File: src/bp_pkg.sv
package bp_pkg;

  // primary opcode, inst[31:26]; anything not named is a non-branch
  typedef enum logic [5:0] {
    JSR_GRP = 6'h1a,
    BR      = 6'h30,
    BSR     = 6'h34,
    BLBC    = 6'h38,
    BEQ     = 6'h39,
    BLT     = 6'h3a,
    BLE     = 6'h3b,
    BLBS    = 6'h3c,
    BNE     = 6'h3d,
    BGE     = 6'h3e,
    BGT     = 6'h3f
  } opcode_e;

  typedef enum logic [1:0] {
    NONE,
    COND,
    UNCOND
  } br_class_e;

  typedef enum logic [1:0] {
    INIT,    // clearing sweep
    IDLE,
    UPDATE,  // table write
    ACK
  } ctrl_state_e;

  typedef struct packed {
    logic [63:0] pc;
    logic [31:0] inst;
    logic        valid;
  } fetch_slot_t;

  typedef struct packed {
    logic        taken;
    logic        is_branch;
    logic [63:0] target;
  } bp_pred_t;

  typedef struct packed {
    logic [63:0] pc;
    logic        is_cond;
    logic        taken;   // resolved direction
    logic [63:0] target;
  } resolve_t;

  localparam logic [1:0] counter_reset_c = 2'b01;  // weakly not taken
  localparam int lane_count_c = 2;
  localparam int index_bits_c = 6;

  // table index sits right above the word offset, caller narrows it
  function automatic logic [63:0] pc_index(input logic [63:0] pc, input int unsigned index_bits);
    logic [63:0] mask;
    mask = (64'd1 << index_bits) - 64'd1;
    return (pc >> 2) & mask;
  endfunction

  // everything above the index
  function automatic logic [63:0] pc_tag(input logic [63:0] pc, input int unsigned index_bits);
    return pc >> (index_bits + 2);
  endfunction

endpackage

File: src/bp_decode.sv
`timescale 1ns/10ps

module bp_decode #(
  parameter int lane_count = bp_pkg::lane_count_c
) (
  input  bp_pkg::fetch_slot_t [lane_count-1:0] slots,
  output bp_pkg::br_class_e   [lane_count-1:0] br_class
);

  bp_pkg::opcode_e [lane_count-1:0] opcode;

  always_comb begin
    for (int l = 0; l < lane_count; l++) begin
      opcode[l] = bp_pkg::opcode_e'(slots[l].inst[31:26]);
    end
  end

  // only the primary opcode is looked at
  always_comb begin
    for (int l = 0; l < lane_count; l++) begin
      br_class[l] = bp_pkg::NONE;
      if (slots[l].valid) begin
        case (opcode[l])
          bp_pkg::BLBC,
          bp_pkg::BEQ,
          bp_pkg::BLT,
          bp_pkg::BLE,
          bp_pkg::BLBS,
          bp_pkg::BNE,
          bp_pkg::BGE,
          bp_pkg::BGT: begin
            br_class[l] = bp_pkg::COND;
          end
          bp_pkg::BR,
          bp_pkg::BSR,
          bp_pkg::JSR_GRP: begin
            br_class[l] = bp_pkg::UNCOND;  // always taken, target from btb
          end
          default: begin
            br_class[l] = bp_pkg::NONE;
          end
        endcase
      end
    end
  end

endmodule

File: config.mk
export PLATFORM = sky130hd
export DESIGN_NAME = bp_decode
export DESIGN_NICKNAME = d
export VERILOG_FILES = /design/src/bp_pkg.sv /design/src/bp_decode.sv
export SDC_FILE = /design/constraint.sdc
export NUM_CORES = 1
export LEC_CHECK = 0
export ABC_AREA = 1
export BUFFER_PORTS_ARGS = -buffer_cell sky130_fd_sc_hd__buf_2
export CELL_PAD_IN_SITES_DETAIL_PLACEMENT = 0
export CELL_PAD_IN_SITES_GLOBAL_PLACEMENT = 1
export CORE_AREA = 2 2 77 79
export DETAILED_ROUTE_END_ITERATION = 10
export DIE_AREA = 0 0 79 81
export GPL_TIMING_DRIVEN = 0
export PLACE_DENSITY = 0.95
export SETUP_SLACK_MARGIN = 0.1
export SYNTH_ARGS = -nofsm -noshare
export SYNTH_HDL_FRONTEND = slang
export SYNTH_SLANG_ARGS = --single-unit
File: constraint.sdc
create_clock -name vclk -period 0.8
set_input_delay 0 -clock vclk [all_inputs]
set_output_delay 0 -clock vclk [all_outputs]
set_load 0.02 [all_outputs]
==> out/qor.txt <==
critical path peak fanout -> 2
post-DR vias/cell -> 1.653
CP cell instances -> buf_2 -> nand2_1 -> o21bai_2 -> nand2_1 -> nor2_1 -> buf_2
starting DRC count in detailed routing -> 4
Final Util -> 5.313%
PortBufs -> 18
die height -> 81 um
Synth area leaders -> inv_1 26%, nor2_1 26%, nand2_1 22%
fin crit share -> 72.85%
Critical Path Source Type -> input port
clk_buf instances -> 0
max-cap viol count -> 0
Cell Count Post-Placement -> 121
Setup Fix Bufs, Post-CTS -> 0
critical path's top delay family -> buffers and inverters
Yosys top cell area share -> 25.53%
worst-margin pin slew -> 0.1540 ns
Max rail drop VDD -> 31.94 uV
critical path class -> input port to primary output
initial antenna violation count -> 0
cell-internal power -> 0.04380 mW
Buf+Inv Stages, Crit Path -> 2
initial core utilization -> 2.072%
Netlist cell types -> 7
achievable clock frequency -> 1716 MHz
first drt pass iteration count -> 2
# setup viols final -> 0
die area -> 6399 um^2
antenna fix cells -> 0
share of layout cells above drive strength 1 -> 41.30%
final hold vios -> 0
I/O pin cnt -> 198
first-pass GRT wire length -> 883 um
Critical path origin -> slots[31]
CP max stage delay -> 0.17 ns
Cell Pwr Density -> 297.4 nW/um^2
net load switching power -> 0.04589 mW
hpwl dp -> 569.4 um
Critical Path End -> br_class[1]
area of the core -> 5675 um^2
register area -> 0 um^2
Cells after Synth -> 28
standard-cell rows -> 28
cell type with the largest total area after synthesis -> inv_1
total power -> 0.08969 mW
Post-CTS Hold Fix Bufs -> 0
clock power share -> 0%
Netlist Area Pre-Place -> 117.6 um^2
min Tclk post-route -> 0.5828 ns
global placement routability congestion -> 0.5596
fin nets -> 242
Post-DRT Antenna Nets -> 0
Final Max Tran Viols -> 0
via count -> 200
Slew HR -> 89.66%
Fin Hold WS -> 0.3395 ns
total global routing overflow -> 0
Seq/Total Area, Yosys -> 0%
final instance area -> 301.5 um^2
area delta synth->final -> 156.4%
drt total wl -> 591 um
top cells by count, synth -> 8 x inv_1, 8 x nor2_1, 7 x nand2_1
total track usage -> 1.748%
post_cts resized -> 0
largest net degree at the start of global routing -> 4
drt drc -> 0
Critical Path Stages -> 6
slowest CP cell -> buf_2
Post-Layout Cell Count -> 121
die width -> 79 um
Crit. End Element -> primary output
status -> completed
Wirelength per Cell -> 4.884 um
Synthesis Warnings -> 0
Worst Path Required -> 0.80 ns
Worst Setup Slack post-DPL -> 0.2231 ns
Flop pwr share -> 0%
syn avg cell area -> 4.200 um^2
Post-Syn Nets -> 222
Leak -> 0.1608 nW
seq_cells -> 0
switching share of power -> 51.16%
CP arrival -> 0.58 ns
RSZ-0062 raised after global routing -> false
Hold Path Class -> input port to primary output
total negative setup slack -> 0 ns
final setup margin -> 0.2172 ns
Placed Instance Area -> 301.5 um^2
power share of the combinational group -> 100.0%
number of global-route vias before repair -> 196
==> power by group through the flow <==
stage	Sequential, mW	Combinational [mW]	Clock [mW]
floorplan	0	0.0406	0
global placement	0	0.0877	0
detailed placement	0	0.0905	0
CTS	0	0.0909	0
global route	0	0.104	0
finish	0	0.0897	0
==> worst min path at each step <==
stage               start           to  cells after the start
2_1_floorplan  slots[127]  br_class[2]                      2
3_3_place_gp    slots[97]  br_class[2]                      4
3_5_place_dp    slots[97]  br_class[2]                      4
4_1_cts         slots[97]  br_class[2]                      4
5_1_grt        slots[127]  br_class[2]                      4
6_report        slots[97]  br_class[2]                      4
==> tightest hold or removal path, delay by kind of cell <==
family / cells / cell delay, ns
and+or+nand+nor: 1 / 0.04
buffers and inverters: 3 / 0.29
==> layout by cell type (no fill, tap or decap), drive strengths merged <==
cell type,netlist,layout
nand3,2,2
nor2,8,8
nand2,7,7
buf,0,18
nor3,1,1
inv,8,8
a21oi,1,1
o21bai,1,1
==> routing by layer <==
layer	up-vias	GRT usage, %	share of wire, %
li1	118	-	-
met1	74	2.252	49
met2	8	2.542	37
met3	0	1.222	14
met4	0	0	0
met5	-	0	0
==> area by class of cell <==
type	count	area (um^2)
Inverter	8	30.03
Fill cell	696	5374
Tap cell	75	93.84
Multi-Input combinational cell	20	87.58
Timing Repair Buffer	18	90.09
==> kinds of logic after synthesis <==
| logic type | Yosys count | share of synthesized area [%] |
|---|---|---|
| compound gates | 2 | 13.83 |
| buf+inv | 8 | 25.53 |
| simple gates | 18 | 60.64 |
No activity file was read; power rests on OpenSTA's default activity.
