**src/bp_pkg.sv**
```systemverilog
package bp_pkg;

  // primary opcode, inst[31:26]; anything not named is a non-branch
  typedef enum logic [5:0] {
    JSR_GRP = 6'h1a,
    BR      = 6'h30,
    BSR     = 6'h34,
    BLBC    = 6'h38,
    BEQ     = 6'h39,
    BLT     = 6'h3a,
    BLE     = 6'h3b,
    BLBS    = 6'h3c,
    BNE     = 6'h3d,
    BGE     = 6'h3e,
    BGT     = 6'h3f
  } opcode_e;

  typedef enum logic [1:0] {
    NONE,
    COND,
    UNCOND
  } br_class_e;

  typedef enum logic [1:0] {
    INIT,    // clearing sweep
    IDLE,
    UPDATE,  // table write
    ACK
  } ctrl_state_e;

  typedef struct packed {
    logic [63:0] pc;
    logic [31:0] inst;
    logic        valid;
  } fetch_slot_t;

  typedef struct packed {
    logic        taken;
    logic        is_branch;
    logic [63:0] target;
  } bp_pred_t;

  typedef struct packed {
    logic [63:0] pc;
    logic        is_cond;
    logic        taken;   // resolved direction
    logic [63:0] target;
  } resolve_t;

  localparam logic [1:0] counter_reset_c = 2'b01;  // weakly not taken
  localparam int lane_count_c = 2;
  localparam int index_bits_c = 6;

  // table index sits right above the word offset, caller narrows it
  function automatic logic [63:0] pc_index(input logic [63:0] pc, input int unsigned index_bits);
    logic [63:0] mask;
    mask = (64'd1 << index_bits) - 64'd1;
    return (pc >> 2) & mask;
  endfunction

  // everything above the index
  function automatic logic [63:0] pc_tag(input logic [63:0] pc, input int unsigned index_bits);
    return pc >> (index_bits + 2);
  endfunction

endpackage

```
**src/bp_bht.sv**
```systemverilog
`timescale 1ns/10ps

module bp_bht #(
  parameter int lane_count = bp_pkg::lane_count_c,
  parameter int index_bits = bp_pkg::index_bits_c
) (
  input  logic                                clock,
  input  logic                                reset,
  input  bp_pkg::fetch_slot_t [lane_count-1:0] slots,
  output logic                [lane_count-1:0] msb,
  input  logic [63:0]                         lookup_pc,    // resolving branch
  output logic [1:0]                          old_counter,
  input  logic                                write_en,
  input  logic [index_bits-1:0]               write_index,
  input  logic [1:0]                          write_value
);

  localparam int entries = 2 ** index_bits;

  logic [1:0] counters [entries];
  logic [index_bits-1:0] lookup_index;

  // fetch lanes only need the direction bit
  for (genvar l = 0; l < lane_count; l++) begin : g_lane
    logic [index_bits-1:0] lane_index;

    assign lane_index = index_bits'(bp_pkg::pc_index(slots[l].pc, index_bits));
    assign msb[l]     = counters[lane_index][1];
  end

  // third port feeds the saturating update
  assign lookup_index = index_bits'(bp_pkg::pc_index(lookup_pc, index_bits));
  assign old_counter  = counters[lookup_index];

  always_ff @(posedge clock) begin
    if (write_en) begin
      counters[write_index] <= write_value;
    end
  end

  a_write_index_known : assert property (
    @(posedge clock) disable iff (reset)
    write_en |-> !$isunknown(write_index)
  ) else $error("bht write with unknown index");

endmodule

```
**config.mk**
```make
export PLATFORM = sky130hd
export DESIGN_NAME = bp_bht
export DESIGN_NICKNAME = d
export VERILOG_FILES = /design/src/bp_pkg.sv /design/src/bp_bht.sv
export SDC_FILE = /design/constraint.sdc
export NUM_CORES = 1
export LEC_CHECK = 0
export ABC_AREA = 1
export ABC_CLOCK_PERIOD_IN_PS = 2100
export BUFFER_PORTS_ARGS = -buffer_cell sky130_fd_sc_hd__buf_2
export CELL_PAD_IN_SITES_DETAIL_PLACEMENT = 2
export CELL_PAD_IN_SITES_GLOBAL_PLACEMENT = 2
export CORE_MARGIN = 10
export CORE_UTILIZATION = 28
export CTS_BUF_LIST = sky130_fd_sc_hd__clkbuf_2
export DETAILED_ROUTE_END_ITERATION = 8
export HOLD_SLACK_MARGIN = 0.05
export PLACE_DENSITY = 0.88
export SYNTH_ARGS = -nofsm -noshare
export SYNTH_HDL_FRONTEND = slang
export SYNTH_SLANG_ARGS = --single-unit
```
**constraint.sdc**
```tcl
create_clock -name clock -period 2.1 [get_ports clock]
set_clock_uncertainty 0.1 [all_clocks]
set_input_delay 0.42 -clock clock [delete_from_list [all_inputs] [get_ports clock]]
set_output_delay 0.42 -clock clock [all_outputs]
set_load 0.01 [all_outputs]
```
==> metrics.log <==
INFO  metric detailedPlace.worstSlack = -217 ps
INFO  metric detailedRoute.firstIterationViolations = 521
INFO  metric post_synth_main_area_contributors = sky130_fd_sc_hd__edfxtp_1 56%, sky130_fd_sc_hd__nand2_1 18%, sky130_fd_sc_hd__nand3_1 16%, sky130_fd_sc_hd__nor2_1 3.1%, sky130_fd_sc_hd__buf_2 2.0%
INFO  metric num-nets-final = 1164
INFO  metric type_of_element_launching_the_critical_path = flop
INFO  metric reg.largest.list = counters: 128 flops
INFO  metric hold_path_end = counters[3][0]
INFO  metric final.min_clock_period = about 2600 ps
INFO  metric cts_inserted_buffers = 17
INFO  metric largest_register_ffs = about 130
INFO  metric timing.final.ws_setup = -532 ps
INFO  metric synthesis.area = about 0.0069 sq mm
INFO  metric tritoncts = built
INFO  metric unrepaired_setup_endpoints_after_global_routing = yes
INFO  metric first_global_vias = roughly 7200
INFO  metric post_synth_fa_ha_maj_area_fraction = 0%
INFO  metric max_clock_freq = between 300 and 400 MHz
INFO  metric num_io_pins = approximately 270
INFO  metric timing.setup.tns = -1990 ps
INFO  metric placementRows = 57
INFO  metric timing.max_slew.rel_slack = 60.9%
INFO  metric drtAntennaViolNets = 0
INFO  metric top_usage_layer = met2
INFO  metric postSynthAreaPerCell = around 8.4 sq um
INFO  metric crit_path_top_delay_cell = sky130_fd_sc_hd__edfxtp_1
INFO  metric detailed_route_wire_length = approximately 28000 um
INFO  metric max_h_tree_level = 4
INFO  metric cts.root.buffer_cell = sky130_fd_sc_hd__clkbuf_2
INFO  metric max_flop_register = counters
INFO  metric cap_viol_max_count = 0
INFO  metric crit_path_dat = 2110 ps
INFO  metric finish.utilization = between 30 and 40%
INFO  metric gp_congestion = around 0.81
INFO  metric io_buffer_count = 31
INFO  metric detailedPlacementHpwl = 19600 um
INFO  metric tightest_slew = 581 ps
INFO  metric synth.largest_area_cell = sky130_fd_sc_hd__edfxtp_1
INFO  metric cp_data_required_time = between 1500 and 2000 ps
INFO  metric worst_path_most_repeated_cell = sky130_fd_sc_hd__nand2_1
INFO  metric hp-start = write_en
INFO  metric count_of_tritonroute_iterations_in_the_first_routing_pass = 5
INFO  metric flow.area_growth_from_synthesis = 24.7%
INFO  metric finalHoldViolCount = 0
INFO  metric use_met1 = about 22%
INFO  metric power_per_cell_area = between 600 and 700 mW/mm^2
INFO  metric grt.met3_usage = under 10%
INFO  metric remaining_drc_errors = 0
INFO  metric final_min_period_over_clock_period = 125%
INFO  metric clock_path_buffers = 2
INFO  metric yosys.area.top_type_share = approximately 56%
INFO  metric violations = setup timing
INFO  metric holdCritPathClass = in -> reg
INFO  metric number_of_antenna_violations_at_the_first_check_in_global_routing = 2
INFO  metric ir_worst_vdd = 264 uV
INFO  metric core_region_area = 0.0242 sq mm
INFO  metric final_layout_size_suffix_gt1_share = roughly 24%
INFO  metric count_of_fill_cells_added_during_filler_insertion = roughly 2700
INFO  metric globalRouteOverflowTotal = 0
INFO  metric timing.critical_path.fanout_max = 3
INFO  metric yosys.area_share.simple = 38.5%
INFO  metric worstPathCellList = nand2_1, nand3_1, nand3_1, nand2_1, nand2_1, nand3_2, nand3_2, nand2_2, buf_6
INFO  metric die-area = around 0.031 sq mm
INFO  metric route.vias.total = 6478
INFO  metric clk_pin_slew_worst_paths = 230 ps
INFO  metric post_synthesis_xor_xnor_area_fraction = 0%
INFO  metric yosysSeqAreaShare = 55.8%
INFO  metric via_per_inst = ~5.3
INFO  metric timing.setup.critical_path_class = reg -> out
INFO  metric number_of_standard_cells_after_synthesis = ~820
INFO  metric effective_utilization_at_floorplan = around 28%
INFO  metric leakage_power = roughly 3.4 nW
INFO  metric postSynthNetCount = between 1000 and 1500
INFO  metric endpoint_kind = primary output
INFO  metric global_route.usage.total = between 10% and 20%
INFO  metric use_met2 = a little under a third
INFO  metric critical-path-max-stage-delay = ~530 ps
INFO  metric post_synth_mux_area_share = 0%
INFO  metric synth_top_family_by_area = simple AND/OR/NAND/NOR gates
INFO  metric min_delay_path_depth = 4
INFO  metric share_of_the_synthesized_area_in_compound_gates_ao_oa_aoi_oai = 0%
INFO  metric die_y = approximately 180 um
INFO  metric synth_warnings = 0
INFO  metric grt_max_degree = between 60 and 70
INFO  metric grt_first_pass_wirelength = between 40000 and 50000 um
INFO  metric die_w = roughly 180 um
INFO  metric ys_seq_elements = 128
INFO  metric netlist-cell-type-count = 12
INFO  metric avgRoutedWirePerCell = roughly 23 um
INFO  metric run_status = finished, violations left
INFO  metric final_slew_viol_count = 0
INFO  metric setup_viol_count_final = 4
INFO  metric tritoncts_num_sinks = about 130
## final cells by class
class	count	area [sq um]	share of cell area, %
Multi-Input combinational cell	620	2990	34.9
Sequential cell	128	3840	44.8
Timing Repair Buffer	104	1010	11.7
Clock buffer	18	90.1	1.05
Inverter	24	90.1	1.05
Tap cell	324	405	4.72
Antenna cell	1	2.50	0.0291
Clock inverter	14	154	1.79
## repair_timing
item                                   4_1_cts  5_1_grt
endpoints found under the hold margin       19       38
setup endpoints to repair                    4        4
hold buffers                                 4        1
gates resized for setup                     35       62
pin swaps                                   28       45
setup buffers                               13        1
## synth_stat cells
master / number
sky130_fd_sc_hd__nand4_1: 9
sky130_fd_sc_hd__nand3_1: 223
sky130_fd_sc_hd__inv_1: 18
sky130_fd_sc_hd__inv_2: 6
sky130_fd_sc_hd__buf_4: 10
sky130_fd_sc_hd__buf_2: 27
sky130_fd_sc_hd__nor4_1: 8
sky130_fd_sc_hd__edfxtp_1: 128
sky130_fd_sc_hd__nor2_1: 56
sky130_fd_sc_hd__clkbuf_1: 7
sky130_fd_sc_hd__buf_6: 6
sky130_fd_sc_hd__nand2_1: 324
## worst max path at each step
stage                     from              to  slack [ps]  cells after the start
4_1_cts         counters[9][1]  old_counter[1]        -520                      9
3_3_place_gp      lookup_pc[2]  old_counter[1]        -110                     12
6_report       counters[42][1]  old_counter[1]        -530                      9
5_1_grt        counters[49][1]  old_counter[1]        -680                      9
2_1_floorplan     lookup_pc[4]  old_counter[0]         310                      9
3_5_place_dp      lookup_pc[2]  old_counter[0]        -220                     11
## per-layer routing
| layer | routed length (um) | vias to the layer above |
|---|---|---|
| met3 | 958 | 31 |
| met4 | 478 | 2 |
| met1 | 12300 | 3349 |
| li1 | - | 2947 |
| met2 | 14500 | 149 |
| met5 | 11 | - |
## layout by cell type (no fill, tap or decap), drive strengths merged
cell         Yosys  routed
inv             24      29
buf             43      99
diode            0       1
nand3          223     223
edfxtp         128     128
nor2            56      56
nor4             8       8
bufinv           0       2
clkinv           0       5
dlygate4sd3      0       5
nand4            9       9
nand2          324     324
clkinvlp         0       2
clkbuf           7      18
## power by group
group	leakage, nW	internal [mW]	switching, mW	total, mW
clock network	0.144	0.569	1.06	1.63
registers	1.15	2.83	0.0123	2.84
logic	2.11	0.291	0.542	0.833
## metrics by stage
stage	total power [mW]	area, sq um	std cells	hold slack [ps]
after detailed placement	3.64	7790	1181	780
final	5.30	8590	1233	245
after global placement	3.60	7790	1181	766
after global routing	5.49	8590	1233	228
after floorplan	3.29	6890	822	419
after CTS	5.22	8300	1230	57.8
## kinds of logic (layout without fill, tap and decap cells)
kind of cell / Yosys count / count (layout)
buffers and inverters: 74 / 160
DFF: 128 / 128
other: 0 / 1
and+or+nand+nor: 620 / 620
## critical path: cells and delay by family, from the launching register on
family        cells  cell delay [ps]
buf+inv           1              130
flops             1              530
simple gates      8              720
(Power assumes the default switching activity.)
