==> config.mk <==
export PLATFORM = sky130hd
export DESIGN_NAME = bp_ctrl
export DESIGN_NICKNAME = d
export VERILOG_FILES = /design/src/bp_pkg.sv /design/src/bp_ctrl.sv
export SDC_FILE = /design/constraint.sdc
export NUM_CORES = 1
export LEC_CHECK = 0
export ABC_AREA = 1
export BUFFER_PORTS_ARGS = -buffer_cell sky130_fd_sc_hd__buf_2
export CAP_MARGIN = 20
export CORE_AREA = 10 10 328 330
export DETAILED_ROUTE_END_ITERATION = 10
export DIE_AREA = 0 0 338 340
export HOLD_SLACK_MARGIN = 0.15
export PLACE_DENSITY = 0.3
export SETUP_SLACK_MARGIN = 0.05
export SLEW_MARGIN = 20
export SYNTH_ARGS = -nofsm -noshare
export SYNTH_HDL_FRONTEND = slang
export SYNTH_SLANG_ARGS = --single-unit
==> constraint.sdc <==
create_clock -name clock -period 2.9 [get_ports clock]
set_clock_uncertainty 0.2 [all_clocks]
set_input_delay 0.29 -clock clock [delete_from_list [all_inputs] [get_ports clock]]
set_output_delay 0.29 -clock clock [all_outputs]
set_load 0.005 [all_outputs]
==> src/bp_pkg.sv <==
package bp_pkg;

  // primary opcode, inst[31:26]; anything not named is a non-branch
  typedef enum logic [5:0] {
    JSR_GRP = 6'h1a,
    BR      = 6'h30,
    BSR     = 6'h34,
    BLBC    = 6'h38,
    BEQ     = 6'h39,
    BLT     = 6'h3a,
    BLE     = 6'h3b,
    BLBS    = 6'h3c,
    BNE     = 6'h3d,
    BGE     = 6'h3e,
    BGT     = 6'h3f
  } opcode_e;

  typedef enum logic [1:0] {
    NONE,
    COND,
    UNCOND
  } br_class_e;

  typedef enum logic [1:0] {
    INIT,    // clearing sweep
    IDLE,
    UPDATE,  // table write
    ACK
  } ctrl_state_e;

  typedef struct packed {
    logic [63:0] pc;
    logic [31:0] inst;
    logic        valid;
  } fetch_slot_t;

  typedef struct packed {
    logic        taken;
    logic        is_branch;
    logic [63:0] target;
  } bp_pred_t;

  typedef struct packed {
    logic [63:0] pc;
    logic        is_cond;
    logic        taken;   // resolved direction
    logic [63:0] target;
  } resolve_t;

  localparam logic [1:0] counter_reset_c = 2'b01;  // weakly not taken
  localparam int lane_count_c = 2;
  localparam int index_bits_c = 6;

  // table index sits right above the word offset, caller narrows it
  function automatic logic [63:0] pc_index(input logic [63:0] pc, input int unsigned index_bits);
    logic [63:0] mask;
    mask = (64'd1 << index_bits) - 64'd1;
    return (pc >> 2) & mask;
  endfunction

  // everything above the index
  function automatic logic [63:0] pc_tag(input logic [63:0] pc, input int unsigned index_bits);
    return pc >> (index_bits + 2);
  endfunction

endpackage

==> src/bp_ctrl.sv <==
`timescale 1ns/10ps

module bp_ctrl #(
  parameter int lane_count = bp_pkg::lane_count_c,
  parameter int index_bits = bp_pkg::index_bits_c
) (
  input  logic                                clock,
  input  logic                                reset,
  input  bp_pkg::fetch_slot_t [lane_count-1:0] slots,
  input  bp_pkg::br_class_e   [lane_count-1:0] br_class,
  input  logic                [lane_count-1:0] bht_msb,
  input  logic                [lane_count-1:0] btb_hit,
  input  logic [lane_count-1:0][63:0]         btb_target,
  input  logic                                rollback,
  input  logic [63:0]                         rollback_target,
  input  logic                                resolve_req,
  input  bp_pkg::resolve_t                    resolve,
  output logic                                resolve_ack,
  output logic                                ready,
  output logic [63:0]                         lookup_pc,
  input  logic [1:0]                          old_counter,
  output logic                                bht_write_en,
  output logic [index_bits-1:0]               bht_write_index,
  output logic [1:0]                          bht_write_value,
  output logic                                btb_write_en,
  output logic [index_bits-1:0]               btb_write_index,
  output logic                                btb_write_valid,
  output logic [63:0]                         btb_write_pc,
  output logic [63:0]                         btb_write_target,
  output bp_pkg::bp_pred_t    [lane_count-1:0] pred
);

  bp_pkg::ctrl_state_e   state;
  bp_pkg::ctrl_state_e   next_state;
  logic [index_bits-1:0] sweep_index;
  logic [index_bits-1:0] resolve_index;
  logic [1:0]            new_counter;

  always_ff @(posedge clock) begin
    if (reset) begin
      state       <= bp_pkg::INIT;
      sweep_index <= '0;
    end else begin
      state <= next_state;
      if (state == bp_pkg::INIT) begin
        sweep_index <= sweep_index + 1'b1;
      end
    end
  end

  always_comb begin
    next_state = state;
    case (state)
      bp_pkg::INIT:   if (sweep_index == '1) next_state = bp_pkg::IDLE;  // last entry
      bp_pkg::IDLE:   if (resolve_req) next_state = bp_pkg::UPDATE;
      bp_pkg::UPDATE: next_state = bp_pkg::ACK;  // single write cycle
      bp_pkg::ACK:    if (!resolve_req) next_state = bp_pkg::IDLE;
      default:        next_state = bp_pkg::INIT;
    endcase
  end

  assign ready       = (state != bp_pkg::INIT);
  assign resolve_ack = (state == bp_pkg::ACK);

  assign lookup_pc     = resolve.pc;
  assign resolve_index = index_bits'(bp_pkg::pc_index(resolve.pc, index_bits));

  // 2-bit saturating step
  always_comb begin
    new_counter = old_counter;
    if (resolve.taken && old_counter != 2'b11) begin
      new_counter = old_counter + 2'd1;
    end else if (!resolve.taken && old_counter != 2'b00) begin
      new_counter = old_counter - 2'd1;
    end
  end

  always_comb begin
    bht_write_en     = 1'b0;
    bht_write_index  = sweep_index;
    bht_write_value  = bp_pkg::counter_reset_c;
    btb_write_en     = 1'b0;
    btb_write_index  = sweep_index;
    btb_write_valid  = 1'b0;
    btb_write_pc     = '0;
    btb_write_target = '0;
    case (state)
      bp_pkg::INIT: begin
        bht_write_en = 1'b1;
        btb_write_en = 1'b1;  // clears valid
      end
      bp_pkg::UPDATE: begin
        bht_write_en     = resolve.is_cond;
        bht_write_index  = resolve_index;
        bht_write_value  = new_counter;
        btb_write_en     = resolve.taken;  // not taken keeps the old entry
        btb_write_index  = resolve_index;
        btb_write_valid  = 1'b1;
        btb_write_pc     = resolve.pc;
        btb_write_target = resolve.target;
      end
      default: begin
      end
    endcase
  end

  for (genvar l = 0; l < lane_count; l++) begin : g_pred
    logic [63:0] seq_pc;
    logic        dir_taken;
    logic        taken;

    assign seq_pc    = slots[l].pc + 64'd4;
    assign dir_taken = (br_class[l] == bp_pkg::UNCOND) ||
                       (br_class[l] == bp_pkg::COND && bht_msb[l]);
    assign taken     = ready && slots[l].valid && dir_taken && btb_hit[l];  // needs a target
    // rollback wins over anything the tables say
    assign pred[l] = '{
      taken:     rollback || taken,
      is_branch: slots[l].valid && (br_class[l] != bp_pkg::NONE),
      target:    rollback ? rollback_target : (taken ? btb_target[l] : seq_pc)
    };
  end

  a_ack_needs_req : assert property (
    @(posedge clock) disable iff (reset)
    $rose(resolve_ack) |-> resolve_req
  ) else $error("resolve_ack rose without resolve_req");

  // a resolve write belongs to a live request, never to the ACK phase
  a_no_write_in_ack : assert property (
    @(posedge clock) disable iff (reset)
    (ready && (bht_write_en || btb_write_en)) |-> (resolve_req && !resolve_ack)
  ) else $error("table write during ACK or without resolve_req");

endmodule

==> impl_metrics.py <==
metrics = {
    "run_status": {
        "outcome": "finished, final reports clean",
    },
    "power_and_ir_drop": {
        "power_density_mw_per_mm2": 245,
        "p_sw_share_pct": 58.1,
        "p_leak_uw": 0.00940,
        "vdd_drop_max_mv": 0.188,
        "internal_power_uw": 1560,
        "pwr-share-comb_pct": 89.5,
        "seq_power_share_pct": 4.3,
        "switching_power_uw": 2160,
        "clockPowerShare_pct": 6.2,
    },
    "logic_synthesis": {
        "ys_types": 36,
        "netlist_top_cells_count": "nand2_1 (890), nor2_1 (282), inv_1 (265)",
        "synth_most_common_cell": "nand2_1",
        "ys_warn_count": 0,
        "synth_top_area_cell": "nand2_1",
        "ys_seq_area_share_pct": 1.81,
        "synthArstFlopShare_pct": 0,
        "synth-edff-count": 0,
        "yosys-top-cells-area": "nand2_1 (38%), nor2_1 (12%), inv_1 (11%), buf_4 (6.2%), o21ai_0 (6.0%)",
        "syn_area_mm2": 0.00883,
        "synth.net_count": 2519,
        "synth_top_cell_area_share_pct": 37.8,
        "syn_inst": 1979,
        "synth_top_flop_cell": "dfxtp_1",
        "synth_area_per_cell_um2": 4.46,
        "synth_seq_cells": 8,
    },
    "hold_path": {
        "hold_depth": 4,
        "hold_path.startpoint": "resolve_req",
        "hp-class": "input pin to register",
        "holdPathEnd": "state[1]",
    },
    "setup_path": {
        "rr_endpoint": "sweep_index[5]",
        "crit_type": "register to primary output",
        "worstPathRequired_ns": 2.41,
        "timing.rr.start": "state[0]",
        "cp-start-kind": "register",
        "worst-r2r-setup-slack_ns": 1.24,
        "end_kind": "primary output",
        "path_max_fanout": 5,
        "rr_worst_depth": 11,
        "cp.arrival_ns": 2.29,
    },
    "detailed_routing": {
        "drtAntennaViolNets": 0,
        "wl_per_cell_um": 24.1,
        "first_pass_iters": 5,
        "drc": 0,
        "num_vias": 15000,
        "avgViaCountPerCell": 3.61,
        "totalWireLength_mm": 100,
        "drt_iter0_markers": 884,
    },
    "timing": {
        "min_period_ns": 2.78,
        "fin_crit_sh_pct": 95.9,
        "max_freq_mhz": 360,
        "setup_violations": 0,
        "final_hold_viol_count": 0,
        "tightest_slew_ns": 0.908,
        "tns_ns": 0,
        "slew_headroom_pct": 39.5,
        "rsz0062_at_grt": "true",
        "slew_viol_final": 0,
    },
    "place": {
        "io_buffers": 808,
        "gp_congestion": 0.958,
        "dp_hpwl_mm": 92.3,
    },
    "layout": {
        "layout-drive-gt1-share_pct": 36.8,
        "utilization_pct": 15.0,
        "fillers": 12400,
        "syn2layout_area_growth_pct": 72.3,
        "nNetsFinal": 3308,
    },
    "clock_network": {
        "cts_buffers": 3,
        "cts.clk_slew.worst_paths_ns": 0.04,
        "cts_root_buf": "clkbuf_16",
        "cts_tree": "yes",
        "clock_latency_ns": 0.23,
        "cts.sinks": 8,
        "htreeDepth": 1,
        "cts_buffer_depth": 2,
    },
    "global_routing": {
        "grt_pass1_vias": 14800,
        "grt_start_max_net_pins": 47,
        "antenna_found_initial": 70,
        "grt-ovfl-total": 0,
        "gr-usage-all-layers_pct": 16.2,
        "grt_pass1_wl_mm": 129,
    },
    "floorplanning": {
        "die_x_um": 338,
        "ios": 873,
        "dieHeight_um": 340,
        "coreArea_mm2": 0.101,
        "start_util_pct": 8.73,
        "dieArea_mm2": 0.115,
        "rows": 117,
    },
    "job": {
        "max-cap-violations": 0,
    },
}
==> layout by cell type (no fill, tap or decap), drive strengths merged <==
cell	count
nand2	912
buf	912
nor2	305
inv	268
o21ai	152
nand3	99
diode	18
xor2	18
a21oi	17
xnor2	11
ha	10
dfxtp	8
nand4	6
mux2i	6
nor3	6
clkbuf	6
o22ai	6
o221ai	6
o21a	3
nand3b	3
or2	3
o211ai	3
o21bai	2
clkinvlp	1
mux2	1
a31oi	1
dlygate4sd3	1
==> final cells by class <==
class / instances / area (µm²) / area share [%]
well taps: 1368 / 1710 / 11.3
diodes: 18 / 45.0 / 0.296
inverters: 269 / 1020 / 6.68
multi-input cells: 1570 / 7070 / 46.4
flip-flops and latches: 8 / 163 / 1.07
clock buffers: 3 / 75.1 / 0.494
repair buffers: 916 / 5140 / 33.8
==> cells by family (layout without fill, tap and decap cells) <==
logic type      after synthesis  in the layout  share of synthesized area [%]
other cells                   0             18                              0
xor+xnor                     29             29                           2.88
compound gates              190            190                           11.4
mux                           7              7                          0.808
flops                         8              8                           1.81
fa+ha+maj                    10             10                           1.42
simple gates               1333           1334                           61.1
buf+inv                     402           1188                           20.6
==> worst max path at each step <==
stage | start | endpoint | slack (ns) | depth (start not counted)
floorplan | state[0] | pred[15] | 0.81 | 9
global placement | state[0] | pred[99] | -0.18 | 10
detailed placement | state[0] | pred[99] | -0.18 | 10
CTS | state[1] | pred[12] | 0.01 | 8
global route | state[0] | pred[121] | 0.03 | 11
finish | state[0] | pred[8] | 0.12 | 9
==> critical path: stages (launching register included) <==
cell and delay [ns]:
dfxtp_2 0.32, inv_2 0.05, ha_2 0.18, buf_4 0.16, nor2_4 0.06, nand3_2 0.13, o21ai_0 0.10, a21oi_1 0.70
o21ai_0 0.17, buf_2 0.17
==> power groups by stage <==
stage	sequential [µW]	combinational [µW]	clock, µW
floorplan	156	1250	0
global placement	161	3290	0
detailed placement	161	3270	0
CTS	158	3360	235
global route	163	3630	246
finish	160	3330	230
==> per-layer routing <==
metal	routed length, µm	up-vias	track usage [%]
li1	-	7533	-
met1	45700	6727	22.3
met2	45200	599	26.6
met3	8100	74	3.44
met4	716	44	0.996
met5	279	-	0
==> state kept, by name, summed over array words and instances (netlist names) <==
| name | flops |
|---|---|
| state | 2 |
| sweep_index | 6 |
==> timing repair <==
item                       4_1_cts  5_1_grt
gates resized for setup         43       34
hold endpoints to repair         3        0
pin swaps                        6        5
setup endpoints to repair       79       50
hold buffers                     1        0
setup buffers                    8        3
cloned                           1        3
==> metrics by stage <==
| step | cell area (µm²) | worst slack [ns] | hold slack, ns | total power [µW] | cells |
|---|---|---|---|---|---|
| 6_report | 15200 | 0.119 | 0.264 | 3720 | 4152 |
| 3_3_place_gp | 14700 | -0.177 | 0.319 | 3450 | 4116 |
| 3_5_place_dp | 14700 | -0.177 | 0.326 | 3430 | 4116 |
| 2_1_floorplan | 8830 | 0.811 | 0.168 | 1400 | 1979 |
| 5_1_grt | 15200 | 0.0302 | 0.310 | 4040 | 4137 |
| 4_1_cts | 15000 | 0.0145 | 0.267 | 3750 | 4128 |
(Power assumes the default switching activity.)
